`src/hdl/lsu_config.svh`:
```
/*
 * Shared sizing and reset values for the load/store subsystem.
 * The error window bounds are inclusive and word aligned.
 * At reset the window is empty because base sits above limit.
 */
`ifndef LSU_CONFIG_SVH
`define LSU_CONFIG_SVH

// data and address width in bits
`define LSU_DATA_W 32

// word address bits of the data memory, 256 words
`define SRAM_DEPTH_LOG2 8

// error window reset values, base above limit disables the check
`define ERR_BASE_RST  32'hFFFF_FFFC
`define ERR_LIMIT_RST 32'h0000_0000

`endif

```
`src/hdl/sram_err_regs.sv`:
```
/*
 * Error window registers for the data memory.
 * Writes take the word address only, the low two bits are dropped.
 * Reset leaves the window empty.
 */
`timescale 1ns/1ps
`include "lsu_config.svh"

module sram_err_regs (
  input  logic                   clk,
  input  logic                   rst_n,
  input  logic                   cfg_we_i,
  // 0 selects base, 1 selects limit
  input  logic                   cfg_sel_i,
  input  logic [`LSU_DATA_W-1:0] cfg_wdata_i,
  output logic [`LSU_DATA_W-1:0] err_base_o,
  output logic [`LSU_DATA_W-1:0] err_limit_o
);

  logic [`LSU_DATA_W-1:0] wdata_word;

  assign wdata_word = {cfg_wdata_i[`LSU_DATA_W-1:2], 2'b00};

  always_ff @(posedge clk or negedge rst_n) begin
    if (!rst_n) begin
      err_base_o  <= `ERR_BASE_RST;
      err_limit_o <= `ERR_LIMIT_RST;
    end else if (cfg_we_i) begin
      if (cfg_sel_i) begin
        err_limit_o <= wdata_word;
      end else begin
        err_base_o <= wdata_word;
      end
    end
  end

endmodule

```
`config.mk`:
```
export PLATFORM = sky130hd
export DESIGN_NAME = sram_err_regs
export DESIGN_NICKNAME = d
export VERILOG_FILES = /design/src/hdl/sram_err_regs.sv
export VERILOG_INCLUDE_DIRS = /design/src /design/src/hdl
export SDC_FILE = /design/constraint.sdc
export NUM_CORES = 1
export LEC_CHECK = 0
export BUFFER_PORTS_ARGS = -buffer_cell sky130_fd_sc_hd__buf_2
export CAP_MARGIN = 20
export CORE_UTILIZATION = 48
export CTS_CLUSTER_DIAMETER = 150
export DETAILED_ROUTE_END_ITERATION = 10
export PLACE_DENSITY = 0.8
export SYNTH_ARGS = -nofsm -noshare
export SYNTH_HDL_FRONTEND = slang
export SYNTH_SLANG_ARGS = --single-unit
```
`constraint.sdc`:
```
create_clock -name clk -period 0.8 [get_ports clk]
set_input_delay 0.04 -clock clk [delete_from_list [all_inputs] [get_ports clk]]
set_output_delay 0.04 -clock clk [all_outputs]
set_load 0.03 [all_outputs]
```
==> qor.csv <==
stage;metric;value;unit
outcome;outcome;finished, violations left;
outcome;failing checks;setup timing;
critical_path;Bufs and invs on worst path;1;
die;initial core utilization;0.511;
route;total routed wirelength;7250;µm
route;Remaining DRCs;0;
final_layout;Finished Core Util;0.895;
route;vias after detailed routing;1752;
logic_synthesis;Yosys reg bits;60;
sta;Final Hold Fails;0;
logic_synthesis;area leader, netlist;dfstp_2;
critical_path;critical path arrival;1050;ps
placed_design;DP HPWL;3420;µm
power_and_ir_drop;P per Cell Area;2410;nW/µm²
global_routing;GRT overflow;0;
logic_synthesis;yosys synthesis warning count;0;
route;DR iter-0 viols;81;
sta;Max Slew Vio Count;0;
logic_synthesis;Synth top area share;0.320;
clock_network;Root Driver;clkbuf_8;
critical_path;critical path fanouts, max;2;
placed_design;I/O Buffers;93;
clock_network;CTS tree;done;
critical_path;Crit Path Class;flop to output pin;
global_routing;initial antenna violation count;0;
final_layout;synthesis-to-layout area growth;75.1;%
logic_synthesis;count leader, synth;mux2_4;
route;drt wl/cell;19.9;µm
placed_design;DP Worst Slack;-119;ps
logic_synthesis;cells after synthesis;133;
die;die extent in y;73.6;µm
route;Final ANT Viol Nets;0;
logic_synthesis;Cell Area, Synth;2460;µm²
worst_hold_path;hold crit path type;input pin to async pin;
global_routing;pin count of the biggest net entering global routing;61;
global_routing;vias in the first global route;1917;
route;vias per cell;4.80;
critical_path;crit-path leading delay family;flip-flops;
critical_path;CP cell instances;buf_6;
final_layout;share of layout cells above drive strength 1;0.876;
logic_synthesis;Unique masters post-synth;10;
run;max cap viols;0;
die;# IOs;100;
final_layout;Post-Layout Inst Area;4310;µm²
die;num rows;25;
placed_design;Placer Congestion;0.692;
sta;Tmin final;1090;ps
power_and_ir_drop;IR drop worst, VDD;1.28;mV
logic_synthesis;synth cell count leaders;mux2_4 (32), dfrtp_1 (30), dfstp_2 (30);
sta;Setup WS post-layout;-286;ps
sta;fin crit share;1.36;
clock_network;Clock transition at path regs;80;ps
route;Pre-Repair DR Iteration Count;4;
critical_path;r2r setup slk;-130;ps
logic_synthesis;Synth area leaders;dfstp_2 (32%), dfrtp_1 (30%), mux2_4 (20%);
critical_path;CP startpoint kind;flop;
critical_path;Worst setup EP type;output pin;
logic_synthesis;EDFF count, synth;0;
die;Die Wd;73.6;µm
global_routing;first-pass GRT wire length;10100;µm
logic_synthesis;Seq/Total Area, Yosys;0.625;
sta;fmax;921;MHz
sta;Final setup viols;89;
global_routing;total track usage;0.261;
die;die area;5420;µm²
final_layout;Nets;329;
die;core box area;4820;µm²
clock_network;CTS Sinks;60;
logic_synthesis;syn_area_per_cell;18.5;µm²
clock_network;CTS Buffer Depth;2;
final_layout;Antenna diodes;0;
sta;RSZ-0062 raised after global routing;true;
clock_network;clock latency at the later pin of the worst-skew pair;320;ps
sta;clk_skew;0;ps
critical_path;Critical Path RT;760;ps
critical_path;slowest CP cell;dfstp_2;
placed_design;dpl cell area;3180;µm²
power_and_ir_drop;Static Leakage;0.00212;µW
logic_synthesis;Post-synth top flop;dfstp_2;
critical_path;CP peak stage delay;570;ps
clock_network;cts bufs inserted;9;
clock_network;H-tree lvl count;3;
logic_synthesis;Post-synth ARST share;1.00;
-- registers in the layout (all words and copies together), names as in the netlist --
signal	flops
err_base_o	30
err_limit_o	30
-- cell families after synthesis --
kind of cell,Yosys count,share of synthesized area
mux,60,0.323
flops,60,0.625
simple gates,2,0.00813
buf+inv,10,0.0427
other cells,1,0.00152
-- stage by stage --
stage | hold WS [ps] | cells | power [µW] | setup TNS (ps)
4_1_cts | 251 | 361 | 10100 | -12550
2_1_floorplan | -256 | 136 | 5780 | -1980
3_5_place_dp | 69.3 | 293 | 6520 | -5910
5_1_grt | 276 | 365 | 10700 | -14720
6_report | 247 | 365 | 10400 | -13130
3_3_place_gp | 68.3 | 293 | 6450 | -5020
-- layout by cell type (no fill, tap or decap) --
cell type      Yosys  routed
dfstp_2           30      30
buf_6              3      79
clkbuf_8           3      13
nand2b_4           1       1
mux2_4            32      60
dfrtp_2            0      30
dlygate4sd3_1      0      31
clkbuf_1           0       2
conb_1             1       4
clkinv_2           0       1
buf_2              0      33
buf_4              4       8
nand2_2            1       1
buf_12             0       5
-- layout make-up --
cell class | instances | area [µm²]
Tap cell | 67 | 83.8
Sequential cell | 60 | 1580
Clock inverter | 1 | 5.00
Clock buffer | 15 | 186
Fill cell | 201 | 504
Multi-Input combinational cell | 66 | 936
Timing Repair Buffer | 156 | 1530
-- worst paths after layout --
kind / from / end / depth (start not counted)
min in group clk: cfg_we_i / err_base_o[16]$_DFFE_PN1P_ / 4
max in group asynchronous: rst_n / err_base_o[28]$_DFFE_PN1P_ / 3
worst max-delay path: err_base_o[20]$_DFFE_PN1P_ / err_base_o[20] / 1
worst max register to register: err_limit_o[24]$_DFFE_PN0P_ / err_limit_o[24]$_DFFE_PN0P_ / 2
worst min register to register: err_limit_o[10]$_DFFE_PN0P_ / err_limit_o[10]$_DFFE_PN0P_ / 1
worst min-delay path: rst_n / err_limit_o[20]$_DFFE_PN0P_ / 3
-- timing repair --
action | CTS | global route
hold endpoints to repair | 120 | 0
gates resized for setup | 125 | 14
setup buffers | 21 | 5
setup endpoints to repair | 60 | 89
hold buffers | 31 | 0
gates cloned | 0 | 0
-- per-layer routing --
metal | wire, µm | track usage
met1 | 2830 | 0.304
met5 | 0 | 0
met3 | 342 | 0.0576
met2 | 3930 | 0.466
met4 | 148 | 0.105
-- power breakdown --
part / total [µW] / internal [µW] / switching, µW
Clock: 2640 / 1460 / 1180
Sequential: 4130 / 3700 / 430
Combinational: 3630 / 1990 / 1640
Total: 10400 / 7160 / 3250
No activity file was read; power rests on OpenSTA's default activity.
