[src/hdl/lsu_config.svh]
/*
 * Shared sizing and reset values for the load/store subsystem.
 * The error window bounds are inclusive and word aligned.
 * At reset the window is empty because base sits above limit.
 */
`ifndef LSU_CONFIG_SVH
`define LSU_CONFIG_SVH

// data and address width in bits
`define LSU_DATA_W 32

// word address bits of the data memory, 256 words
`define SRAM_DEPTH_LOG2 8

// error window reset values, base above limit disables the check
`define ERR_BASE_RST  32'hFFFF_FFFC
`define ERR_LIMIT_RST 32'h0000_0000

`endif

[src/hdl/mem_access_pkg.sv]
/*
 * Types shared by the load/store unit and its memory side.
 * mem_size_e keeps the 2-bit data type encoding of the EX stage,
 * so bit 1 means byte and bit 0 means halfword.
 */
package mem_access_pkg;

  // access size
  typedef enum logic [1:0] {
    SIZE_WORD = 2'b00,
    SIZE_HALF = 2'b01,
    SIZE_BYTE = 2'b10
  } mem_size_e;

  // which access the next response belongs to
  typedef enum logic [1:0] {
    RESP_REGULAR,
    RESP_MISALIGNED,
    RESP_ALIGNED
  } resp_kind_e;

  // request/response FSM of the LSU
  typedef enum logic [1:0] {
    IDLE,
    WAIT_RVALID,
    WAIT_RVALID_EX_STALL,
    IDLE_EX_STALL
  } lsu_state_e;

endpackage

[src/hdl/load_store_unit.sv]
/*
 * Load/store unit between the EX stage and a req/gnt/rvalid data memory.
 * Misaligned words and halfwords at offset 3 take two accesses; the caller
 * replays the second one with data_misaligned_ex_i high and an address in
 * the next word. Second-access byte enables cover the remaining bytes only.
 * Exactly one response is expected per granted request.
 */
`timescale 1ns/1ps
`include "lsu_config.svh"

module load_store_unit import mem_access_pkg::*; (
  input  logic                   clk,
  input  logic                   rst_n,
  // data memory side
  output logic                   data_req_o,
  input  logic                   data_gnt_i,
  input  logic                   data_rvalid_i,
  input  logic                   data_err_i,
  output logic [`LSU_DATA_W-1:0] data_addr_o,
  output logic                   data_we_o,
  output logic [3:0]             data_be_o,
  output logic [`LSU_DATA_W-1:0] data_wdata_o,
  input  logic [`LSU_DATA_W-1:0] data_rdata_i,
  // EX stage side
  input  logic                   data_we_ex_i,
  input  mem_size_e              data_type_ex_i,
  input  logic [`LSU_DATA_W-1:0] data_wdata_ex_i,
  input  logic                   data_sign_ext_ex_i,
  output logic [`LSU_DATA_W-1:0] data_rdata_ex_o,
  input  logic                   data_req_ex_i,
  input  logic [`LSU_DATA_W-1:0] operand_a_ex_i,
  input  logic [`LSU_DATA_W-1:0] operand_b_ex_i,
  input  logic                   addr_useincr_ex_i,
  input  logic                   data_misaligned_ex_i,
  output logic                   data_misaligned_o,
  // exceptions
  output logic                   load_err_o,
  output logic                   store_err_o,
  // stall handshake
  output logic                   lsu_ready_ex_o,
  output logic                   lsu_ready_wb_o,
  input  logic                   ex_valid_i,
  output logic                   busy_o
);

  lsu_state_e               state_q, state_d;
  resp_kind_e               resp_q, resp_d;
  logic [`LSU_DATA_W-1:0]   addr_sum;
  logic [1:0]               shamt;
  logic [3:0]               be_base;
  logic [7:0]               be_wide;
  logic [2*`LSU_DATA_W-1:0] wdata_dbl;
  logic                     can_issue;
  // request attributes kept for the response
  logic [3:0]               mask_q;
  logic [1:0]               shamt_q;
  mem_size_e                type_q;
  logic                     sign_ext_q;
  logic [`LSU_DATA_W-1:0]   masked;
  logic [`LSU_DATA_W-1:0]   rdata_new;
  logic [`LSU_DATA_W-1:0]   rdata_q;

  ////////////////////////////////////////////////////
  // address, byte enables and store data
  ////////////////////////////////////////////////////
  assign addr_sum = addr_useincr_ex_i ? operand_a_ex_i + operand_b_ex_i : operand_a_ex_i;
  assign shamt    = addr_sum[1:0];
  // second access always starts at byte 0 of the next word
  assign data_addr_o = data_misaligned_ex_i ? {addr_sum[`LSU_DATA_W-1:2], 2'b00} : addr_sum;

  always_comb begin
    case (data_type_ex_i)
      SIZE_BYTE: be_base = 4'b0001;
      SIZE_HALF: be_base = 4'b0011;
      default:   be_base = 4'b1111;
    endcase
    // lanes spilling past byte 3 belong to the second access
    be_wide   = {4'b0000, be_base} << shamt;
    data_be_o = data_misaligned_ex_i ? be_wide[7:4] : be_wide[3:0];
  end

  // rotate store data left by the byte offset
  assign wdata_dbl    = {data_wdata_ex_i, data_wdata_ex_i} << {shamt, 3'b000};
  assign data_wdata_o = wdata_dbl[2*`LSU_DATA_W-1:`LSU_DATA_W];
  assign data_we_o    = data_we_ex_i;

  // word crossing a boundary, or halfword in the top byte
  always_comb begin
    data_misaligned_o = 1'b0;
    if (data_req_ex_i && !data_misaligned_ex_i) begin
      case (data_type_ex_i)
        SIZE_WORD: data_misaligned_o = (shamt != 2'b00);
        SIZE_HALF: data_misaligned_o = (shamt == 2'b11);
        default:   data_misaligned_o = 1'b0;
      endcase
    end
  end

  assign load_err_o  = data_gnt_i && data_err_i && !data_we_o;
  assign store_err_o = data_gnt_i && data_err_i && data_we_o;

  ////////////////////////////////////////////////////
  // response tracking and load data rebuild
  ////////////////////////////////////////////////////
  always_comb begin
    resp_d = resp_q;
    if (data_req_o && data_gnt_i && data_misaligned_o) begin
      resp_d = RESP_MISALIGNED;
    end else if (data_rvalid_i) begin
      resp_d = (resp_q == RESP_MISALIGNED) ? RESP_ALIGNED : RESP_REGULAR;
    end
  end

  always_comb begin
    masked = data_rdata_i & {{8{mask_q[3]}}, {8{mask_q[2]}}, {8{mask_q[1]}}, {8{mask_q[0]}}};
    if (resp_q == RESP_ALIGNED) begin
      // upper bytes of a split access join the lower part from the first response
      rdata_new = (masked << (6'd32 - {shamt_q, 3'b000})) | rdata_q;
    end else begin
      rdata_new = masked >> {shamt_q, 3'b000};
    end
    // extend only once the value is complete
    if (sign_ext_q && resp_q != RESP_MISALIGNED) begin
      case (type_q)
        SIZE_BYTE: rdata_new = {{24{rdata_new[7]}}, rdata_new[7:0]};
        SIZE_HALF: rdata_new = {{16{rdata_new[15]}}, rdata_new[15:0]};
        default:   rdata_new = rdata_new;
      endcase
    end
  end

  assign data_rdata_ex_o = data_rvalid_i ? rdata_new : rdata_q;

  ////////////////////////////////////////////////////
  // request/response FSM
  ////////////////////////////////////////////////////
  always_comb begin
    state_d        = state_q;
    data_req_o     = 1'b0;
    lsu_ready_ex_o = 1'b1;
    lsu_ready_wb_o = 1'b1;
    can_issue      = 1'b0;
    case (state_q)
      IDLE: can_issue = 1'b1;
      // WB stalls until the response, which also frees the port
      WAIT_RVALID: begin
        lsu_ready_wb_o = data_rvalid_i;
        can_issue      = data_rvalid_i;
      end
      // EX held, no new request until it moves
      WAIT_RVALID_EX_STALL: begin
        if (data_rvalid_i) begin
          state_d = ex_valid_i ? IDLE : IDLE_EX_STALL;
        end else if (ex_valid_i) begin
          state_d = WAIT_RVALID;
        end
      end
      IDLE_EX_STALL: begin
        if (ex_valid_i) begin
          state_d = IDLE;
        end
      end
      default: state_d = IDLE;
    endcase
    if (can_issue) begin
      data_req_o = data_req_ex_i;
      if (data_req_ex_i && data_gnt_i) begin
        state_d = ex_valid_i ? WAIT_RVALID : WAIT_RVALID_EX_STALL;
      end else begin
        lsu_ready_ex_o = !data_req_ex_i;
        state_d        = IDLE;
      end
    end
  end

  assign busy_o = (state_q != IDLE) || data_req_o;

  always_ff @(posedge clk or negedge rst_n) begin
    if (!rst_n) begin
      state_q <= IDLE;
      resp_q  <= RESP_REGULAR;
    end else begin
      state_q <= state_d;
      resp_q  <= resp_d;
    end
  end

  // attributes follow each granted request, data each response
  always_ff @(posedge clk) begin
    if (data_req_o && data_gnt_i) begin
      mask_q     <= data_be_o;
      shamt_q    <= shamt;
      type_q     <= data_type_ex_i;
      sign_ext_q <= data_sign_ext_ex_i;
    end
    if (data_rvalid_i) begin
      rdata_q <= rdata_new;
    end
  end

endmodule

[config.mk]
export PLATFORM = sky130hd
export DESIGN_NAME = load_store_unit
export DESIGN_NICKNAME = d
export VERILOG_FILES = /design/src/hdl/mem_access_pkg.sv /design/src/hdl/load_store_unit.sv
export VERILOG_INCLUDE_DIRS = /design/src /design/src/hdl
export SDC_FILE = /design/constraint.sdc
export NUM_CORES = 1
export LEC_CHECK = 0
export ABC_AREA = 1
export ABC_CLOCK_PERIOD_IN_PS = 3200
export BUFFER_PORTS_ARGS = -buffer_cell sky130_fd_sc_hd__buf_4
export CAP_MARGIN = 15
export CORE_ASPECT_RATIO = 1.75
export CORE_MARGIN = 2
export CORE_UTILIZATION = 52
export CTS_CLUSTER_SIZE = 40
export DETAILED_ROUTE_END_ITERATION = 6
export PLACE_DENSITY = 0.83
export SKIP_CTS_REPAIR_TIMING = 1
export SLEW_MARGIN = 20
export SYNTH_ARGS = -nofsm -noshare
export SYNTH_HDL_FRONTEND = slang
export SYNTH_SLANG_ARGS = --single-unit
[constraint.sdc]
create_clock -name clk -period 3.2 [get_ports clk]
set_clock_uncertainty 0.15 [all_clocks]
set_input_delay 0.48 -clock clk [delete_from_list [all_inputs] [get_ports clk]]
set_output_delay 0.48 -clock clk [all_outputs]
set_load 0.01 [all_outputs]
==> summary.md, run 1 <==
| Metric | Value |
|---|---|
| Finished Core Util | between 60% and 70% |
| Row cnt | between 50 and 60 |
| Crit end category | output port |
| Minimum hold slack | between 200 and 250 ps |
| Clk sinks | 45 |
| Multi-input gate area | 4800 sq um |
| Routed wire length per instance | ~15 microns |
| DP Wirelength | around 21000 microns |
| Port buffer count | ~250 |
| Crit path top cell by count | nand3_1 |
| Hold EP | sign_ext_q$_DFFE_PP_ |
| Netlist cell types | between 40 and 50 |
| DP Area | 8960 sq um |
| CP arrival | between 2000 and 2500 ps |
| Fmax | ~0.33 GHz |
| Final Power | between 3000 and 4000 uW |
| Vias | 9081 |
| Final Hold Vio Count | 0 |
| CP required | about 2600 ps |
| Ratio of cells with drive above 1 in the final layout | between 20% and 30% |
| Hold Crit Start | data_sign_ext_ex_i |
| Initial Util | between 50% and 60% |
| GRT Residual Overflow | 0 |
| Worst hold path cell count | 1 |
| Status | completed |
| Initial antenna violation count | 0 |
| Synthesis-to-layout area growth | 30.3% |
| Maximum VDD drop | 0.207 mV |
| Die span in x | between 90 and 100 microns |
| Post-synth EDFFs | 9 |
| RePlAce Congestion | 1.01 |
| Ports | about 250 |
| Vias in the first global route | 8542 |
| HP Class | input pin to register |
| Mapped cell area | approximately 7000 sq um |
| Crit Path Class | input pin to output port |
| R2R cell count | 10 |
| Die outline height | 158 microns |
| Initial detailed-routing violation count | 523 |
| CTS Buf Count | 5 |
| Root buffer cell | clkbuf_16 |
| Initial DRT Pass Iterations | 5 |
| Predominant post-synthesis flop cell | dfxtp_1 |
| Power per standard cell area | about 340 nW/um^2 |
| Critical Path, Cell by Cell | buf_4 -> ha_1 -> inv_1 -> fa_1 -> inv_1 -> nand3_1 -> nand3_1 -> nand3_1 -> nand3_1 -> nand2_1 -> nand2_1 -> nand2_1 -> nand3_1 -> nand2_1 -> buf_4 |
| Slowest stage cell, crit path | fa_1 |
| Delay-heaviest family, CP | simple AND/OR/NAND/NOR gates |
| Setup Viol. Count Final | 0 |
| Fillers | roughly 1300 |
| Minimum clock period | approximately 3000 ps |
| Worst-path fanout max | 5 |
| Post-Synthesis Net Count | around 1500 |
| Tot GR Track Use | about a third |
| Leak pwr | roughly 0.0052 uW |
| Worst Tran Pin Value | 481 ps |
| Yosys reg bits | between 40 and 50 |
| Worst reg-to-reg setup slack | 1060 ps |
| Max-cap violations | 0 |
| Sequential fraction of the synthesis area | approximately 14% |
| Finished Cell Area | a little over 9000 sq um |
| Ant diodes | 0 |
| Reg-to-reg critical path endpoint | rdata_q[22]$_DFF_P_ |
| Reg-to-Reg Start | shamt_q[1]$_DFFE_PP_ |
| Post-route clock period utilization | between 90% and 100% |
| Crit path buf inv count | 4 |
| Core area | approximately 13000 sq um |
| H-tree levels | 2 |
| Asr flop ratio synth | roughly 9% |
| Via density | between 5 and 6 |
| Nets | between 1500 and 2000 |
| Max_slew headroom | about two thirds |
| Unrepaired setup endpoints after global routing | no |
| Fin. max-slew vios | 0 |
| Avg Inst Size Synth | roughly 5.3 sq um |
| Largest net degree at the start of global routing | between 40 and 50 |
| Synth warn | 0 |
| First-pass GRT wire length | 39200 microns |
| CTS tree | done |
| Reg clk slew, reported paths | about 60 ps |
| Syn Inst Count | between 1000 and 1500 |
| Antenna viol nets, final | 0 |
| Reg area | around 1000 sq um |
| CTS max path bufs | 2 |
| Worst skew pair latency | 300 ps |
| Die Area | 14500 sq um |
| # DRC | 0 |
| Setup crit start kind | input pin |
| CP max stage delay | 360 ps |
| Final Routed Wirelength | between 20000 and 30000 microns |
logic make-up after synthesis:
family                     synth area share [%]
adders and majority gates                  6.85
xor gates and xnor gates                   1.37
AOI/OAI and AO/OA                          17.8
DFF                                        14.3
and+or+nand+nor                            41.7
buffers and inverters                      17.9
worst max path at each step:
stage,from,endpoint,slack (ps),cells past startpoint
final,operand_a_ex_i[0],data_addr_o[28],180,15
after global placement,operand_a_ex_i[0],data_addr_o[28],260,15
after global routing,operand_a_ex_i[0],data_addr_o[20],20,15
after CTS,shamt_q[0]$_DFFE_PP_,data_rdata_ex_o[1],-40,11
after detailed placement,operand_a_ex_i[0],data_addr_o[16],200,14
after floorplan,shamt_q[0]$_DFFE_PP_,data_rdata_ex_o[27],210,14
cells in the final DEF, fill, tap and decap left out, types with 2 or more instances in the layout:
cell and n:
o21ai_4 2, nand4_1 5, buf_4 281, nor2_1 105, xor2_1 2, nor3_1 11
or2_2 4, edfxtp_1 9, nand3_1 101, a31oi_1 9, nand3_2 2, inv_1 205
buf_12 3, clkinv_1 2, o211ai_1 9, o21ai_0 123, nand3b_1 10, ha_1 36
dfrtp_1 4, o21ai_1 2, clkbuf_16 5, a21oi_2 11, nand2_1 473, xnor2_1 9
a21oi_1 56, inv_2 6, dfxtp_1 32, nand2_2 4, nor2_4 2, o21a_1 5
metal layers:
layer / GRT usage, % / vias to the layer above / part of all wire [%]
met5: 0 / - / 0
met4: 26.9 / 0 / 8.2
met3: 4.19 / 130 / 6.3
met2: 65.6 / 409 / 54
met1: 30.7 / 3964 / 32
li1: - / 4578 / -
worst reg2reg max path: stages (launching register included):
cell	delay [ps]
edfxtp_1	430
inv_2	100
ha_4	210
buf_4	170
inv_1	150
buf_4	160
nand3_1	70
nand3_1	80
a21oi_1	60
o21ai_0	290
a21oi_4	130
area by class of cell:
cell class                 instances  share of cell area (%)
clock buffer                       6                    1.40
sequential                        45                    11.0
tap                              174                    2.37
inverter                         214                    8.80
clock inverter                     2                   0.382
multi-input combinational        993                    52.3
timing repair buffer             285                    23.7
power by group:
part	leakage, uW	internal, uW	switching, uW
clock	0.0000808	368	232
combinational	0.00473	779	1070
sequential	0.000406	661	45.7
total	0.00522	1810	1350
registers in the layout, summed over array words and instances, names as in the netlist:
signal	cells
rdata_q	32
shamt_q	2
type_q	2
mask_q	4
state_q	2
sign_ext_q	1
resp_q	2
cells in the mapped netlist, drive strengths merged, types with 10 or more instances:
cell type | number | area [sq um]
inv | 212 | 798
nand2 | 477 | 1800
o21ai | 128 | 667
nor2 | 108 | 420
ha | 37 | 463
nand3b | 10 | 75.1
nand3 | 103 | 526
nor3 | 11 | 55.1
dfxtp | 32 | 641
clkbuf | 24 | 91.3
buf | 55 | 365
a21oi | 68 | 378
through the flow:
step	TNS [ps]	instances	setup WS (ps)
finish	0	1719	176
global route	0	1719	24.5
CTS	-113	1716	-41.5
global placement	0	1708	255
detailed placement	0	1708	204
floorplan	0	1331	209
Power figures use the tool's default switching activity.
==> inputs of run 2 (changes only) <==
- CELL_PAD_IN_SITES_DETAIL_PLACEMENT: not set -> 1
- CELL_PAD_IN_SITES_GLOBAL_PLACEMENT: not set -> 2
- CORE_UTILIZATION: 52 -> 24
- PLACE_DENSITY: 0.83 -> not set
- PLACE_DENSITY_LB_ADDON: not set -> 0.1
- TNS_END_PERCENT: not set -> 30
==> run 2 against run 1 <==
Maximum frequency fell by 2.9%. Largest cell class unchanged. Die area grew 110%. Cell area is 4.3% higher.
==> summary.md, run 2 (synthesized netlist as in run 1, its figures left out) <==
| Metric | Value |
|---|---|
| Status | completed (unchanged) |
| Largest net degree at the start of global routing | 54 (was 42) |
| Setup Viol. Count Final | 0 (unchanged) |
| Antenna viol nets, final | 0 (unchanged) |
| Most common cell after layout, fill and taps aside | nand2_1 (unchanged) |
| Maximum VDD drop | 0.176 mV (was 0.207 mV) |
| Initial detailed-routing violation count | 313 (was 523) |
| Ports | 249 (unchanged) |
| Leak pwr | 0.00528 uW (was 0.00522 uW) |
| Minimum clock period | 3110 ps (was 3020 ps) |
| CTS Buf Count | 5 (unchanged) |
| Die outline height | 231 microns (was 158 microns) |
| Post-route clock period utilization | 97.3% (was 94.5%) |
| Unrepaired setup endpoints after global routing | no (unchanged) |
| Reg clk slew, reported paths | 70 ps (was 60 ps) |
| Finished Cell Area | 9580 sq um (was 9180 sq um) |
| Vias | 9086 (was 9081) |
| Top Usage Layer GRT | met2 (unchanged) |
| CP max stage delay | 520 ps (was 360 ps) |
| Vias in the first global route | 9500 (was 8542) |
| CTS max path bufs | 2 (unchanged) |
| Initial antenna violation count | 0 (unchanged) |
| Nets | 1736 (was 1723) |
| HP Class | input pin to register (unchanged) |
| Slowest stage cell, crit path | edfxtp_1 (was fa_1) |
| Most flops, register | rdata_q (unchanged) |
| Initial Util | 24.2% (was 52.9%) |
| DP Area | 9280 sq um (was 8960 sq um) |
| Leading registers by flop count | rdata_q x32, mask_q x4 (unchanged) |
| Worst-path fanout max | 16 (was 5) |
| Initial DRT Pass Iterations | 5 (unchanged) |
| Met3 usage | 1.45% (was 4.19%) |
| Final Hold Vio Count | 0 (unchanged) |
| Global routing usage on met1 | 20.1% (was 30.7%) |
| Power per standard cell area | 340 nW/um^2 (was 344 nW/um^2) |
| DP Wirelength | 30200 microns (was 21000 microns) |
| Crit Path Class | register to output port (was input pin to output port) |
| Most frequent cells in the layout | nand2_1 (471), buf_4 (293), inv_1 (204) (was nand2_1 (473), buf_4 (281), inv_1 (205)) |
| Max-cap violations | 0 (unchanged) |
| CP required | 2570 ps (about the same) |
| Ant diodes | 0 (unchanged) |
| Setup crit start kind | register (was input pin) |
| Sw frac | 46.0% (was 42.7%) |
| Finished Core Util | 32.9% (was 69.0%) |
| Clock Power Share | 17.5% (was 19.0%) |
| Setup tns final | 0 ps (unchanged) |
| Comb power frac | 60.8% (was 58.6%) |
| Max FFs per register | 32 (unchanged) |
| Fmax | 0.321 GHz (was 0.331 GHz) |
| Row cnt | 83 (was 56) |
| Root buffer cell | clkbuf_16 (unchanged) |
| Ratio of cells with drive above 1 in the final layout | 22.3% (was 21.2%) |
| Critical Path, Cell by Cell | inv_2 -> ha_4 -> nor2_4 -> inv_4 -> o21ai_4 -> nand3_4 -> o21ai_4 -> nor2_4 -> buf_12 -> a21oi_4 -> buf_4 (was buf_4 -> ha_1 -> inv_1 -> fa_1 -> inv_1 -> nand3_1 -> nand3_1 -> nand3_1 -> nand3_1 -> nand2_1 -> nand2_1 -> nand2_1 -> nand3_1 -> nand2_1 -> buf_4) |
| Synthesis-to-layout area growth | 35.9% (was 30.3%) |
| Worst Tran Pin Value | 861 ps (was 481 ps) |
| Die Area | 30800 sq um (was 14500 sq um) |
| Max_slew headroom | 42.0% (was 67.9%) |
| Via density | 4.68 (was 5.28) |
| Fin. max-slew vios | 0 (unchanged) |
| Origin of the worst setup path | shamt_q[1]$_DFFE_PP_ (was operand_a_ex_i[0]) |
| H-tree levels | 2 (unchanged) |
| Port buffer count | 248 (unchanged) |
| Hold Crit Start | data_sign_ext_ex_i (unchanged) |
| RePlAce Congestion | 0.903 (was 1.01) |
| Routed wire length per instance | 18.3 microns (was 14.8 microns) |
| Worst skew pair latency | 310 ps (was 300 ps) |
| Final Power | 3250 uW (was 3150 uW) |
| Reg power frac | 21.7% (was 22.4%) |
| Crit end category | output port (unchanged) |
| Tot GR Track Use | 22.8% (was 33.7%) |
| First-pass GRT wire length | 53200 microns (was 39200 microns) |
| Clk sinks | 45 (unchanged) |
| CTS tree | done (unchanged) |
| Reg-to-Reg Start | shamt_q[1]$_DFFE_PP_ (unchanged) |
| CP arrival | 2480 ps (was 2390 ps) |
| Core area | 29100 sq um (was 13300 sq um) |
| Die span in x | 134 microns (was 92.0 microns) |
| GR Layer Usage met2 | 49.0% (was 65.6%) |
| Net Switching | 1500 uW (was 1350 uW) |
| GRT Residual Overflow | 0 (unchanged) |
| # DRC | 0 (unchanged) |
| Int Power | 1760 uW (was 1810 uW) |
| Minimum hold slack | 198 ps (was 214 ps) |
| Final Routed Wirelength | 35500 microns (was 25500 microns) |
-- run 2: cell count changes in the layout (fill, tap and decap cells not counted), moves of 2 or more --
cell	delta
inv_4	+2
nand2_2	+2
nand2_1	-2
buf_4	+12
a21oi_4	+2
-- run 2: stage by stage --
stage,setup WS [ps],instances
floorplan,209,1331
global placement,-81.2,1924
detailed placement,-11.5,1924
CTS,-112,1932
global route,4.02,1940
finish,86.1,1940
-- run 2: critical path: cells and delay by family (launching register included) --
family                     cells  cell delay, ps
AOI/OAI and AO/OA              3             570
buffers and inverters          4             540
DFF                            1             520
and+or+nand+nor                3             300
adders and majority gates      1             220
-- run 2: metal layers --
layer | vias up | share of wire [%]
met4 | 0 | 5.3
li1 | 4598 | -
met2 | 200 | 60
met5 | - | 0
met3 | 64 | 2.5
met1 | 4224 | 33
-- run 2: worst paths after layout --
kind / end / slack [ps] / cells past startpoint
max: data_rdata_ex_o[23] / 90 / 11
min: sign_ext_q$_DFFE_PP_ / 200 / 1
max reg2reg: rdata_q[23]$_DFF_P_ / 950 / 10
min reg2reg: rdata_q[11]$_DFF_P_ / 330 / 2
max in group asynchronous: state_q[0]$_DFFE_PN0P_ / 2440 / 2
min in group asynchronous: resp_q[0]$_DFFE_PN0P_ / 360 / 2
-- run 2: power by group through the flow --
stage | combinational [uW] | sequential, uW | clock [uW]
2_1_floorplan | 1110 | 702 | 0
5_1_grt | 2190 | 717 | 601
4_1_cts | 1970 | 713 | 588
3_5_place_dp | 1970 | 725 | 0
3_3_place_gp | 1960 | 722 | 0
6_report | 1980 | 708 | 569
-- run 2: layout make-up --
type	count	area, sq um
clock buffers	5	125
clock inverters	3	21.3
fillers	4007	19500
inverters	214	808
multi-input cells	993	4850
flip-flops and latches	45	1010
well taps	382	478
repair buffers	298	2280
