--- config.mk ---
export PLATFORM = sky130hd
export DESIGN_NAME = lsu_issue_ctrl
export DESIGN_NICKNAME = d
export VERILOG_FILES = /design/src/hdl/issue_pkg.sv /design/src/hdl/mem_access_pkg.sv /design/src/hdl/lsu_issue_ctrl.sv
export VERILOG_INCLUDE_DIRS = /design/src /design/src/hdl
export SDC_FILE = /design/constraint.sdc
export NUM_CORES = 1
export LEC_CHECK = 0
export BUFFER_PORTS_ARGS = -buffer_cell sky130_fd_sc_hd__buf_2
export CORE_MARGIN = 2
export CORE_UTILIZATION = 30
export CTS_CLUSTER_DIAMETER = 150
export CTS_CLUSTER_SIZE = 16
export DETAILED_ROUTE_END_ITERATION = 6
export HOLD_SLACK_MARGIN = 0.15
export SKIP_LAST_GASP = 1
export SLEW_MARGIN = 0
export SYNTH_ARGS = -nofsm -noshare
export SYNTH_HDL_FRONTEND = slang
export SYNTH_SLANG_ARGS = --single-unit
--- constraint.sdc ---
create_clock -name clk -period 3.2 [get_ports clk]
set_input_delay 0.48 -clock clk [delete_from_list [all_inputs] [get_ports clk]]
set_output_delay 0.48 -clock clk [all_outputs]
set_load 0.005 [all_outputs]
--- src/hdl/lsu_config.svh ---
/*
 * Shared sizing and reset values for the load/store subsystem.
 * The error window bounds are inclusive and word aligned.
 * At reset the window is empty because base sits above limit.
 */
`ifndef LSU_CONFIG_SVH
`define LSU_CONFIG_SVH

// data and address width in bits
`define LSU_DATA_W 32

// word address bits of the data memory, 256 words
`define SRAM_DEPTH_LOG2 8

// error window reset values, base above limit disables the check
`define ERR_BASE_RST  32'hFFFF_FFFC
`define ERR_LIMIT_RST 32'h0000_0000

`endif

--- src/hdl/issue_pkg.sv ---
/*
 * Types of the command side: the operation code of a command
 * and the state of the issue controller.
 */
package issue_pkg;

  // command operation
  typedef enum logic {
    OP_LOAD  = 1'b0,
    OP_STORE = 1'b1
  } cmd_op_e;

  // issue controller state
  // first and second refer to the accesses of one command
  typedef enum logic [1:0] {
    ISS_IDLE,
    ISS_FIRST,
    ISS_SECOND
  } issue_state_e;

endpackage

--- src/hdl/mem_access_pkg.sv ---
/*
 * Types shared by the load/store unit and its memory side.
 * mem_size_e keeps the 2-bit data type encoding of the EX stage,
 * so bit 1 means byte and bit 0 means halfword.
 */
package mem_access_pkg;

  // access size
  typedef enum logic [1:0] {
    SIZE_WORD = 2'b00,
    SIZE_HALF = 2'b01,
    SIZE_BYTE = 2'b10
  } mem_size_e;

  // which access the next response belongs to
  typedef enum logic [1:0] {
    RESP_REGULAR,
    RESP_MISALIGNED,
    RESP_ALIGNED
  } resp_kind_e;

  // request/response FSM of the LSU
  typedef enum logic [1:0] {
    IDLE,
    WAIT_RVALID,
    WAIT_RVALID_EX_STALL,
    IDLE_EX_STALL
  } lsu_state_e;

endpackage

--- src/hdl/lsu_issue_ctrl.sv ---
/*
 * Issue controller standing in for the ID/EX stage of a small core.
 * One command at a time; new commands are taken only while ready_o is high.
 * An access leaves EX on an edge where the LSU is ready in EX and WB
 * and hold_i is low. The misaligned replay follows the LSU's flag only.
 */
`timescale 1ns/1ps
`include "lsu_config.svh"

module lsu_issue_ctrl import mem_access_pkg::*, issue_pkg::*; (
  input  logic                   clk,
  input  logic                   rst_n,
  // command port
  input  logic                   cmd_valid_i,
  input  cmd_op_e                cmd_op_i,
  input  mem_size_e              cmd_size_i,
  input  logic                   cmd_sext_i,
  input  logic [`LSU_DATA_W-1:0] cmd_base_i,
  input  logic [`LSU_DATA_W-1:0] cmd_offset_i,
  input  logic [`LSU_DATA_W-1:0] cmd_wdata_i,
  input  logic                   hold_i,
  output logic                   ready_o,
  output logic                   done_o,
  output logic                   err_o,
  // EX-side signals toward the LSU
  output logic                   data_req_ex_o,
  output logic                   data_we_ex_o,
  output mem_size_e              data_type_ex_o,
  output logic                   data_sign_ext_ex_o,
  output logic [`LSU_DATA_W-1:0] data_wdata_ex_o,
  output logic [`LSU_DATA_W-1:0] operand_a_ex_o,
  output logic [`LSU_DATA_W-1:0] operand_b_ex_o,
  output logic                   data_misaligned_ex_o,
  output logic                   ex_valid_o,
  // status from the LSU
  input  logic                   lsu_ready_ex_i,
  input  logic                   lsu_ready_wb_i,
  input  logic                   data_misaligned_i,
  input  logic                   load_err_i,
  input  logic                   store_err_i
);

  issue_state_e           state_q;
  // set once the last access of the command has left EX
  logic                   handed_q;
  logic                   err_q;
  logic                   handshake;
  cmd_op_e                op_q;
  mem_size_e              size_q;
  logic                   sext_q;
  logic [`LSU_DATA_W-1:0] base_q;
  logic [`LSU_DATA_W-1:0] offset_q;
  logic [`LSU_DATA_W-1:0] wdata_q;

  ////////////////////////////////////////////////////
  // EX stage view of the held command
  ////////////////////////////////////////////////////
  assign ready_o              = (state_q == ISS_IDLE);
  assign data_req_ex_o        = (state_q != ISS_IDLE) && !handed_q;
  assign data_misaligned_ex_o = (state_q == ISS_SECOND);
  assign data_we_ex_o         = (op_q == OP_STORE);
  assign data_type_ex_o       = size_q;
  assign data_sign_ext_ex_o   = sext_q;
  assign data_wdata_ex_o      = wdata_q;
  assign operand_a_ex_o       = base_q;
  // second access points at the next word, low bits unchanged
  assign operand_b_ex_o       = data_misaligned_ex_o ? offset_q + `LSU_DATA_W'(4) : offset_q;
  assign ex_valid_o           = ~hold_i;

  // access leaves EX only when both LSU stages accept and EX is not stalled
  assign handshake = data_req_ex_o && lsu_ready_ex_i && lsu_ready_wb_i && !hold_i;

  // completion once WB is free again after the last access
  assign done_o = handed_q && lsu_ready_wb_i;
  assign err_o  = done_o && err_q;

  always_ff @(posedge clk or negedge rst_n) begin
    if (!rst_n) begin
      state_q  <= ISS_IDLE;
      handed_q <= 1'b0;
      err_q    <= 1'b0;
    end else begin
      // errors arrive with each grant, collect over both accesses
      if (load_err_i || store_err_i) begin
        err_q <= 1'b1;
      end
      case (state_q)
        ISS_IDLE: begin
          if (cmd_valid_i) begin
            state_q  <= ISS_FIRST;
            handed_q <= 1'b0;
            err_q    <= 1'b0;
          end
        end
        ISS_FIRST: begin
          if (handshake) begin
            if (data_misaligned_i) begin
              state_q <= ISS_SECOND;
            end else begin
              handed_q <= 1'b1;
            end
          end
        end
        ISS_SECOND: begin
          if (handshake) begin
            handed_q <= 1'b1;
          end
        end
        default: state_q <= ISS_IDLE;
      endcase
      if (done_o) begin
        state_q  <= ISS_IDLE;
        handed_q <= 1'b0;
      end
    end
  end

  // command fields, captured on the accepting edge
  always_ff @(posedge clk) begin
    if (ready_o && cmd_valid_i) begin
      op_q     <= cmd_op_i;
      size_q   <= cmd_size_i;
      sext_q   <= cmd_sext_i;
      base_q   <= cmd_base_i;
      offset_q <= cmd_offset_i;
      wdata_q  <= cmd_wdata_i;
    end
  end

endmodule

==> results of run 1 <==
## per-layer routing
metal	vias to the layer above	global-route usage
li1	1294	-
met1	1287	0.129
met2	137	0.222
met3	11	0.0724
met5	-	0
met4	0	0.0512
## placed cells by master, fill, tap and decap left out, drive strengths merged
cell type	n
a21oi	2
clkinvlp	1
and2	1
o21ai	1
clkbuf	10
inv	12
xnor2	26
buf	217
o311a	1
edfxtp	100
nor3b	1
o221ai	1
and4	3
and3	7
nand3	13
dfrtp	4
a221oi	1
or2b	1
nand4	16
mux2	1
diode	1
dlygate4sd3	1
nand4b	1
a31oi	1
ha	4
nor4b	1
nor2	6
o31ai	2
nor3	1
nor4	1
nand2	7
xor2	3
or4b	1
## where the power goes
group	total, uW	internal, uW	leakage, uW	switching [uW]
Combinational	703	322	0.00114	381
Sequential	1930	1810	0.000997	118
Clock	1040	545	0.000136	498
Total	3680	2680	0.00228	997
## logic make-up (layout without fill, tap and decap cells)
logic type                 count (synthesis)  count (layout)
DFF                                      104             104
and+or+nand+nor                           60              60
xor gates and xnor gates                  29              29
buffers and inverters                     13             241
AOI/OAI and AO/OA                          9               9
adders and majority gates                  4               4
muxes                                      1               1
other                                      0               1
## critical path: stages, from the launching register on
cell and delay, ns:
dfrtp_1 0.38, inv_1 0.10, ha_1 0.17, nand4_1 0.17
nor2_1 0.74, nand4_1 0.23, xnor2_1 0.18, buf_2 0.13
## final timing paths
kind                                      from                  to  slack, ns  cells after the start
worst max-delay path                state_q[0]  operand_b_ex_o[14]       0.29                      7
worst min-delay path            cmd_base_i[21]  operand_a_ex_o[21]       0.30                      1
worst max register to register      state_q[1]  data_wdata_ex_o[0]       1.13                      4
worst min register to register           err_q               err_q       0.51                      2
max in group asynchronous                rst_n            handed_q       2.59                      2
min in group asynchronous                rst_n               err_q       0.48                      2
## per-stage QoR
stage | power (uW) | std cells | setup WS (ns)
floorplan | 2280 | 220 | 0.671
global placement | 2650 | 603 | 0.685
detailed placement | 2680 | 603 | 0.645
CTS | 3730 | 620 | 0.246
global route | 3860 | 620 | 0.0800
finish | 3680 | 621 | 0.287
## area by class of cell
type,count,share of cell area
multi-input combinational,103,0.137
clock inverter,6,0.00978
timing repair buffer,218,0.203
sequential,104,0.564
antenna,1,0.000455
inverter,7,0.00478
tap,172,0.0391
clock buffer,10,0.0416
## flip-flops by register name, summed over array words and instances, names as in the netlist
register,count
data_wdata_ex_o,32
offset_q,32
operand_a_ex_o,32
data_type_ex_o,2
state_q,2
data_sign_ext_ex_o,1
data_we_ex_o,1
err_q,1
handed_q,1
==> results.py, run 1 <==
metrics = {
    "worst_setup_path": {
        "end_kind": "primary output",
        "arrival_ns": 2.43,
        "worstSetupStartpointType": "register",
        "worstPathRequired_ns": 2.72,
        "crit_type": "reg -> out",
        "cp_max_fo": 12,
    },
    "layout": {
        "nFillCells": 1183,
        "syn_to_final_growth_pct": 40.4,
        "multi_input_area_sq_um": 756,
        "fin_nets": 556,
        "drive_gt1_frac": 0.533,
        "design_area_sq_um": 5500,
        "register_area_sq_um": 3100,
        "finalCoreUtilization": 0.434,
    },
    "placed_design": {
        "io_buffers": 214,
        "gp_congestion": 0.776,
        "place_area_sq_um": 5210,
        "dpl.hpwl_um": 7100,
    },
    "synthesis": {
        "yosysMostFrequentCell": "edfxtp_1",
        "synthArstFlopShare": 0.0385,
        "synthTopCellsByArea": "edfxtp_1, xnor2_1, dfrtp_1",
        "synth_top_area_frac": 0.766,
        "ys.flop_type": "edfxtp_1",
        "synthesis.nets": 333,
        "synth.mux.area_fraction": 0.00287,
        "syn-cell-area_sq_um": 3920,
        "synth_compound_area_frac": 0.0179,
        "synth_top_family_by_area": "simple AND/OR/NAND/NOR gates",
        "synthAdderAreaFrac": 0.0128,
        "synth_edf_count": 100,
        "yosys_warnings": 0,
        "yosys.area.top_type": "edfxtp_1",
        "syn_avg_cell_area_sq_um": 17.8,
        "synth-seq-area-share": 0.792,
        "synth_xor_area_frac": 0.0648,
        "syn_inst": 220,
        "yosys.area_share.simple": 0.0942,
        "yosysUniqueCellTypes": 31,
        "netlist_top_cells_count": "edfxtp_1, xnor2_1, nand4_1, nand3_1",
        "ys_ff_latch": 104,
    },
    "die": {
        "core_sq_um": 12700,
        "die_height_um": 118,
        "die_width_um": 118,
        "row_count": 41,
        "initial_core_util": 0.309,
        "ios": 215,
        "die_area_sq_um": 14000,
    },
    "clocking": {
        "cts_buffer_depth": 2,
        "worstSkewPairLatency_ns": 0.35,
        "htreeDepth": 3,
        "cts_tree": "built",
        "root_buffer": "clkbuf_16",
        "cts_setup_buffers": 0,
        "clk_pin_slew_ns": 0.07,
        "numCtsBuffers": 9,
        "clock_sinks": 104,
        "cts_hold_buf": 1,
        "cts_resized": 0,
    },
    "pwr": {
        "powerDensity_nw_per_um2": 668,
        "irDropWorstVdd_mv": 0.433,
        "leakage_uw": 0.00228,
    },
    "worst_hold_path": {
        "hp-class": "in -> reg",
    },
    "sta": {
        "hold_viol_final": 0,
        "holdWs_ns": 0.303,
        "worst_pin_slew_ns": 0.909,
        "clock_skew_ns": 0.00853,
        "slew_headroom": 0.392,
        "post-route-period-util": 0.910,
        "fmax_ghz": 0.343,
        "rsz0062_at_grt": "no",
        "setup_tns_ns": 0,
        "maxSlewViolCount": 0,
        "setup_violations": 0,
        "min_period_ns": 2.91,
    },
    "global_route": {
        "antenna_found_initial": 1,
        "grt-ovfl-total": 0,
        "grt_usage": 0.129,
        "grt_pass1_wl_um": 13800,
        "grt_max_degree": 45,
        "grt_pass1_vias": 2788,
    },
    "drt": {
        "drc": 0,
        "routed_wl_um": 9180,
        "wl_met1_um": 3460,
        "drt_pass1_iterations": 4,
        "postRouteAntennaNets": 0,
        "via_count": 2729,
        "drtIter0Drc": 145,
        "wl_met3_um": 938,
        "wl_met2_um": 4630,
        "highest_layer": "met4",
        "wire_per_inst_um": 14.8,
        "via_per_inst": 4.39,
    },
    "status": {
        "outcome": "completed",
    },
    "run": {
        "maxCapViolCount": 0,
    },
}
Note: power is estimated with default switching activity, not from simulation.
==> run 2, diff against run 1 <==
Clock period 3.2 ns to 2.6 ns, I/O delays scaled along.
==> run 2 against run 1 <==
Net effect: combinational power grew 23%; power grew 23%; via count grew 0.55%; highest routed layer unchanged; register-to-register slack lost 0.47 ns; clock skew shrank 0.0041 ns; wire length grew 0.99%; core utilization grew 0.19 points; critical path type unchanged; global-route usage grew 0.14 points; critical endpoint is now operand_b_ex_o[31]; largest cell class unchanged; sequential power grew 23%; sequential share of layout area shrank 0.24 points.
==> results.py, run 2 (same netlist as run 1, synthesis figures left out) <==
metrics = {
    "die": {
        "die_area_sq_um": 14000,
        "ios": 215,
        "initial_core_util": 0.309,
        "die_width_um": 118,
        "die_height_um": 118,
        "row_count": 41,
        "core_sq_um": 12700,
    },
    "clocking": {
        "clock_sinks": 104,
        "worstSkewPairLatency_ns": 0.34,
        "cts_tree": "built",
        "numCtsBuffers": 9,
        "cts_setup_buffers": 0,
        "root_buffer": "clkbuf_16",
        "htreeDepth": 3,
        "clk_pin_slew_ns": 0.07,
        "cts_buffer_depth": 2,
    },
    "pwr": {
        "p_int_uw": 3300,
        "clkPwrFrac": 0.286,
        "switching_share": 0.272,
        "p_comb_frac": 0.190,
        "p_seq_frac": 0.524,
        "irDropWorstVdd_mv": 0.654,
        "powerDensity_nw_per_um2": 821,
        "leakage_uw": 0.00229,
        "p_sw_uw": 1230,
    },
    "worst_setup_path": {
        "cpLargestDelayFamily": "simple AND/OR/NAND/NOR gates",
        "worstPathRequired_ns": 2.21,
        "worstPathCellList": "nand4_1 -> nor4_4 -> nand4_1 -> xnor2_1 -> buf_2",
        "end_kind": "primary output",
        "arrival_ns": 2.00,
        "cp_max_fo": 9,
        "reg2reg_from": "state_q[1]",
        "cp_slowest_cell": "edfxtp_1",
        "critical-path-max-stage-delay_ns": 0.50,
        "r2r_cells": 6,
        "r2r-end": "handed_q",
        "crit_type": "reg -> out",
        "crit_top_cell": "nand4_1",
        "cp.buffers_inverters": 1,
        "reg2reg_slack_ns": 0.66,
        "worstSetupStartpointType": "register",
    },
    "worst_hold_path": {
        "hp-class": "in -> reg",
        "holdPathEnd": "data_wdata_ex_o[30]",
        "hp-start": "cmd_wdata_i[30]",
        "whs_path_depth": 1,
    },
    "layout": {
        "final_common_cell": "buf_2",
        "stdcell_count": 623,
        "design_area_sq_um": 5530,
        "syn_to_final_growth_pct": 41.0,
        "drive_gt1_frac": 0.536,
        "fin_nets": 558,
        "final_cell_mix": "buf_2, edfxtp_1, xnor2_1",
    },
    "global_route": {
        "gr-max-usage-layer": "met2",
        "grt_usage": 0.130,
        "grt_max_degree": 56,
        "grt_pass1_wl_um": 13900,
        "grt-ovfl-total": 0,
        "grt_pass1_vias": 2776,
        "antenna_found_initial": 1,
        "met1_usage": 0.132,
        "use_met3": 0.0763,
        "use_met2": 0.227,
    },
    "sta": {
        "rsz0062_at_grt": "yes",
        "min_period_ns": 2.39,
        "fmax_ghz": 0.418,
        "maxSlewViolCount": 0,
        "post-route-period-util": 0.921,
        "setup_violations": 0,
        "slew_headroom": 0.594,
        "hold_viol_final": 0,
        "holdWs_ns": 0.216,
        "worst_pin_slew_ns": 0.609,
        "clock_skew_ns": 0.00447,
    },
    "drt": {
        "drc": 0,
        "via_count": 2744,
        "postRouteAntennaNets": 0,
        "drtIter0Drc": 106,
        "routed_wl_um": 9270,
        "wire_per_inst_um": 14.9,
        "via_per_inst": 4.40,
        "drt_pass1_iterations": 4,
    },
    "status": {
        "outcome": "completed",
    },
    "placed_design": {
        "dpl.hpwl_um": 7250,
        "place_area_sq_um": 5220,
        "place_inst": 605,
        "io_buffers": 214,
        "gp_congestion": 0.809,
    },
    "run": {
        "maxCapViolCount": 0,
    },
}
run 2: cell count changes in the layout (fill, tap and decap cells not counted), sizes merged:
| cell | change |
|---|---|
| clkinvlp | -1 |
| inv | -2 |
| clkinv | +3 |
| buf | +2 |
run 2: layer usage:
metal | wire (um) | up-vias
li1 | - | 1299
met1 | 3370 | 1296
met2 | 4720 | 140
met3 | 1050 | 9
met4 | 131 | 0
met5 | 0 | -
run 2: worst max-delay path by stage:
stage,start,to,slack (ns),cells past startpoint
2_1_floorplan,state_q[0],handed_q,0.07,5
3_3_place_gp,offset_q[8],operand_b_ex_o[31],0.61,5
3_5_place_dp,offset_q[8],operand_b_ex_o[31],0.54,5
4_1_cts,offset_q[8],operand_b_ex_o[31],0.16,5
5_1_grt,offset_q[8],operand_b_ex_o[18],-0.02,5
6_report,offset_q[8],operand_b_ex_o[31],0.21,5
run 2: power by group through the flow:
stage / Clock [uW] / Sequential, uW / Combinational, uW
2_1_floorplan: 0 / 2420 / 377
3_3_place_gp: 0 / 2400 / 863
3_5_place_dp: 0 / 2420 / 883
4_1_cts: 1360 / 2380 / 881
5_1_grt: 1410 / 2410 / 951
6_report: 1300 / 2380 / 862
run 2: through the flow:
stage | setup slack (ns) | setup TNS (ns) | utilization | power (uW)
after floorplan | 0.0712 | 0 | - | 2800
after detailed placement | 0.542 | 0 | 0.412 | 3300
after global routing | -0.0189 | -0.0233 | 0.436 | 4770
after global placement | 0.606 | 0 | 0.412 | 3270
after CTS | 0.160 | 0 | 0.436 | 4620
final | 0.206 | 0 | 0.436 | 4540
run 2: layout make-up:
cell class                      instances  area, sq um
Timing Repair Buffer                  220         1130
Sequential cell                       104         3100
Inverter                                7         26.3
Antenna cell                            1         2.50
Clock inverter                          6         62.6
Tap cell                              172          215
Clock buffer                           10          229
Multi-Input combinational cell        103          756
Fill cell                            1200         7150
run 2: timing repair:
item                                    in CTS  in global routing
resized for setup                            0                  0
endpoints found under the setup margin       0                  2
hold endpoints to repair                     4                  0
hold buffers                                 1                  0
==> run 3, diff against run 2 <==
Settings changed: CORE_UTILIZATION 30 to 40, HOLD_SLACK_MARGIN 0.15 to 0.03, PLACE_DENSITY set to 0.76.
==> run 3 against run 2 <==
Net effect: global-route usage increased by 2.7 points; non-clock buffer count rose by 1; critical path depth unchanged; power is 5.7% lower; setup slack improved by 0.015 ns; flip-flop and latch count is the same; cell count shrank 6.4%; largest power group unchanged; wire length down 8.1%; count of clock-buffer cells in the layout did not move; first-iteration DRC count shrank 16%.
==> results.py, run 3 (same netlist as run 1, synthesis figures left out) <==
metrics = {
    "global_route": {
        "met1_usage": 0.177,
        "grt_usage": 0.157,
        "grt-ovfl-total": 0,
        "use_met3": 0.0820,
        "grt_max_degree": 53,
        "antenna_found_initial": 3,
        "grt_pass1_wl_um": 12400,
        "use_met2": 0.252,
        "grt_pass1_vias": 2584,
        "gr-max-usage-layer": "met2",
    },
    "pwr": {
        "leakage_uw": 0.00226,
        "power_uw": 4280,
        "irDropWorstVdd_mv": 0.480,
        "powerDensity_nw_per_um2": 792,
    },
    "worst_setup_path": {
        "end_kind": "primary output",
        "worstPathRequired_ns": 2.21,
        "critical-path-max-stage-delay_ns": 0.52,
        "reg2reg_from": "state_q[0]",
        "crit_top_cell": "nand4_1",
        "cp_max_fo": 9,
        "worstSetupStartpoint": "offset_q[8]",
        "arrival_ns": 1.99,
        "r2r_cells": 4,
        "reg2reg_slack_ns": 0.65,
        "cp_slowest_cell": "edfxtp_1",
        "r2r-end": "data_sign_ext_ex_o",
        "worstPathCellList": "nand4_1 -> nor2_1 -> nand4_1 -> xnor2_1 -> buf_2",
        "crit_type": "reg -> out",
        "crit_path_end": "operand_b_ex_o[18]",
        "worstSetupStartpointType": "register",
    },
    "sta": {
        "hold_viol_final": 0,
        "clock_skew_ns": 0.0128,
        "rsz0062_at_grt": "yes",
        "holdWs_ns": 0.196,
        "worst_pin_slew_ns": 0.631,
        "min_period_ns": 2.38,
        "post-route-period-util": 0.915,
        "fmax_ghz": 0.420,
        "setup_violations": 0,
        "slew_headroom": 0.579,
        "setup_tns_ns": 0,
        "maxSlewViolCount": 0,
    },
    "drt": {
        "drc": 0,
        "drt_pass1_iterations": 4,
        "drtIter0Drc": 89,
        "via_count": 2678,
        "postRouteAntennaNets": 0,
        "routed_wl_um": 8520,
        "via_per_inst": 4.59,
        "wire_per_inst_um": 14.6,
    },
    "layout": {
        "finalCoreUtilization": 0.560,
        "fin_nets": 559,
        "final_cell_mix": "buf_2, edfxtp_1, xnor2_1",
        "final_common_cell": "buf_2",
        "nFillCells": 832,
        "drive_gt1_frac": 0.536,
        "antennaDiodeCount": 0,
        "syn_to_final_growth_pct": 37.8,
    },
    "run": {
        "maxCapViolCount": 0,
    },
    "die": {
        "ios": 215,
        "initial_core_util": 0.407,
        "die_width_um": 103,
        "row_count": 36,
        "core_sq_um": 9640,
        "die_height_um": 103,
        "die_area_sq_um": 10600,
    },
    "placed_design": {
        "dpl.hpwl_um": 6650,
        "gp_congestion": 0.819,
        "io_buffers": 214,
    },
    "clocking": {
        "root_buffer": "clkbuf_8",
        "clock_sinks": 104,
        "worstSkewPairLatency_ns": 0.36,
        "cts_tree": "built",
        "cts_buffer_depth": 2,
        "htreeDepth": 3,
        "cts_resized": 0,
        "clk_pin_slew_ns": 0.10,
        "numCtsBuffers": 9,
    },
    "status": {
        "outcome": "completed",
    },
    "worst_hold_path": {
        "hp-class": "in -> reg",
        "whs_path_depth": 1,
    },
}
-- run 3: what timing repair did --
item                                   in CTS  in global routing
endpoints found under the hold margin       4                  0
setup buffers                               0                  1
hold buffers                                1                  0
setup endpoints to repair                   0                  4
-- run 3: critical path: cells and delay by family (launching register included) --
kind / cells / cell delay, ns
buffers and inverters: 1 / 0.13
DFF: 1 / 0.52
and+or+nand+nor: 3 / 0.83
xor gates and xnor gates: 1 / 0.16
-- run 3: power breakdown --
| group | total (uW) | leakage [uW] | switching (uW) | internal (uW) |
|---|---|---|---|---|
| sequential | 2370 | 0.000997 | 141 | 2230 |
| combinational | 854 | 0.00116 | 457 | 396 |
| clock | 1050 | 0.000106 | 511 | 539 |
| total | 4280 | 0.00226 | 1110 | 3170 |
-- run 3: cell type report --
class	count	area, sq um	share of cell area
timing repair buffer	221	1140	0.211
inverter	7	26.3	0.00487
multi-input combinational	103	756	0.140
tap	133	166	0.0308
clock inverter	5	82.6	0.0153
sequential	104	3100	0.575
clock buffer	10	128	0.0236
-- run 3: layer usage --
metal  vias to the layer above  share of wire
li1                       1294              -
met4                         4          0.020
met1                      1215           0.37
met2                       146           0.50
met3                        19           0.11
met5                         -         0.0033
-- run 3: through the flow --
step	area (sq um)	setup slack, ns	cells
after global routing	5400	-0.0280	583
after floorplan	3920	0.0712	220
after global placement	5170	0.651	566
final	5400	0.222	583
after CTS	5390	0.160	582
after detailed placement	5170	0.574	566
-- run 3: worst min-delay path by stage --
stage	from	end	slack, ns
after detailed placement	rst_n	err_q	0.20
after global routing	cmd_base_i[29]	operand_a_ex_o[29]	0.17
final	cmd_base_i[26]	operand_a_ex_o[26]	0.20
after floorplan	rst_n	err_q	0.09
after global placement	rst_n	err_q	0.20
after CTS	cmd_wdata_i[21]	data_wdata_ex_o[21]	0.17
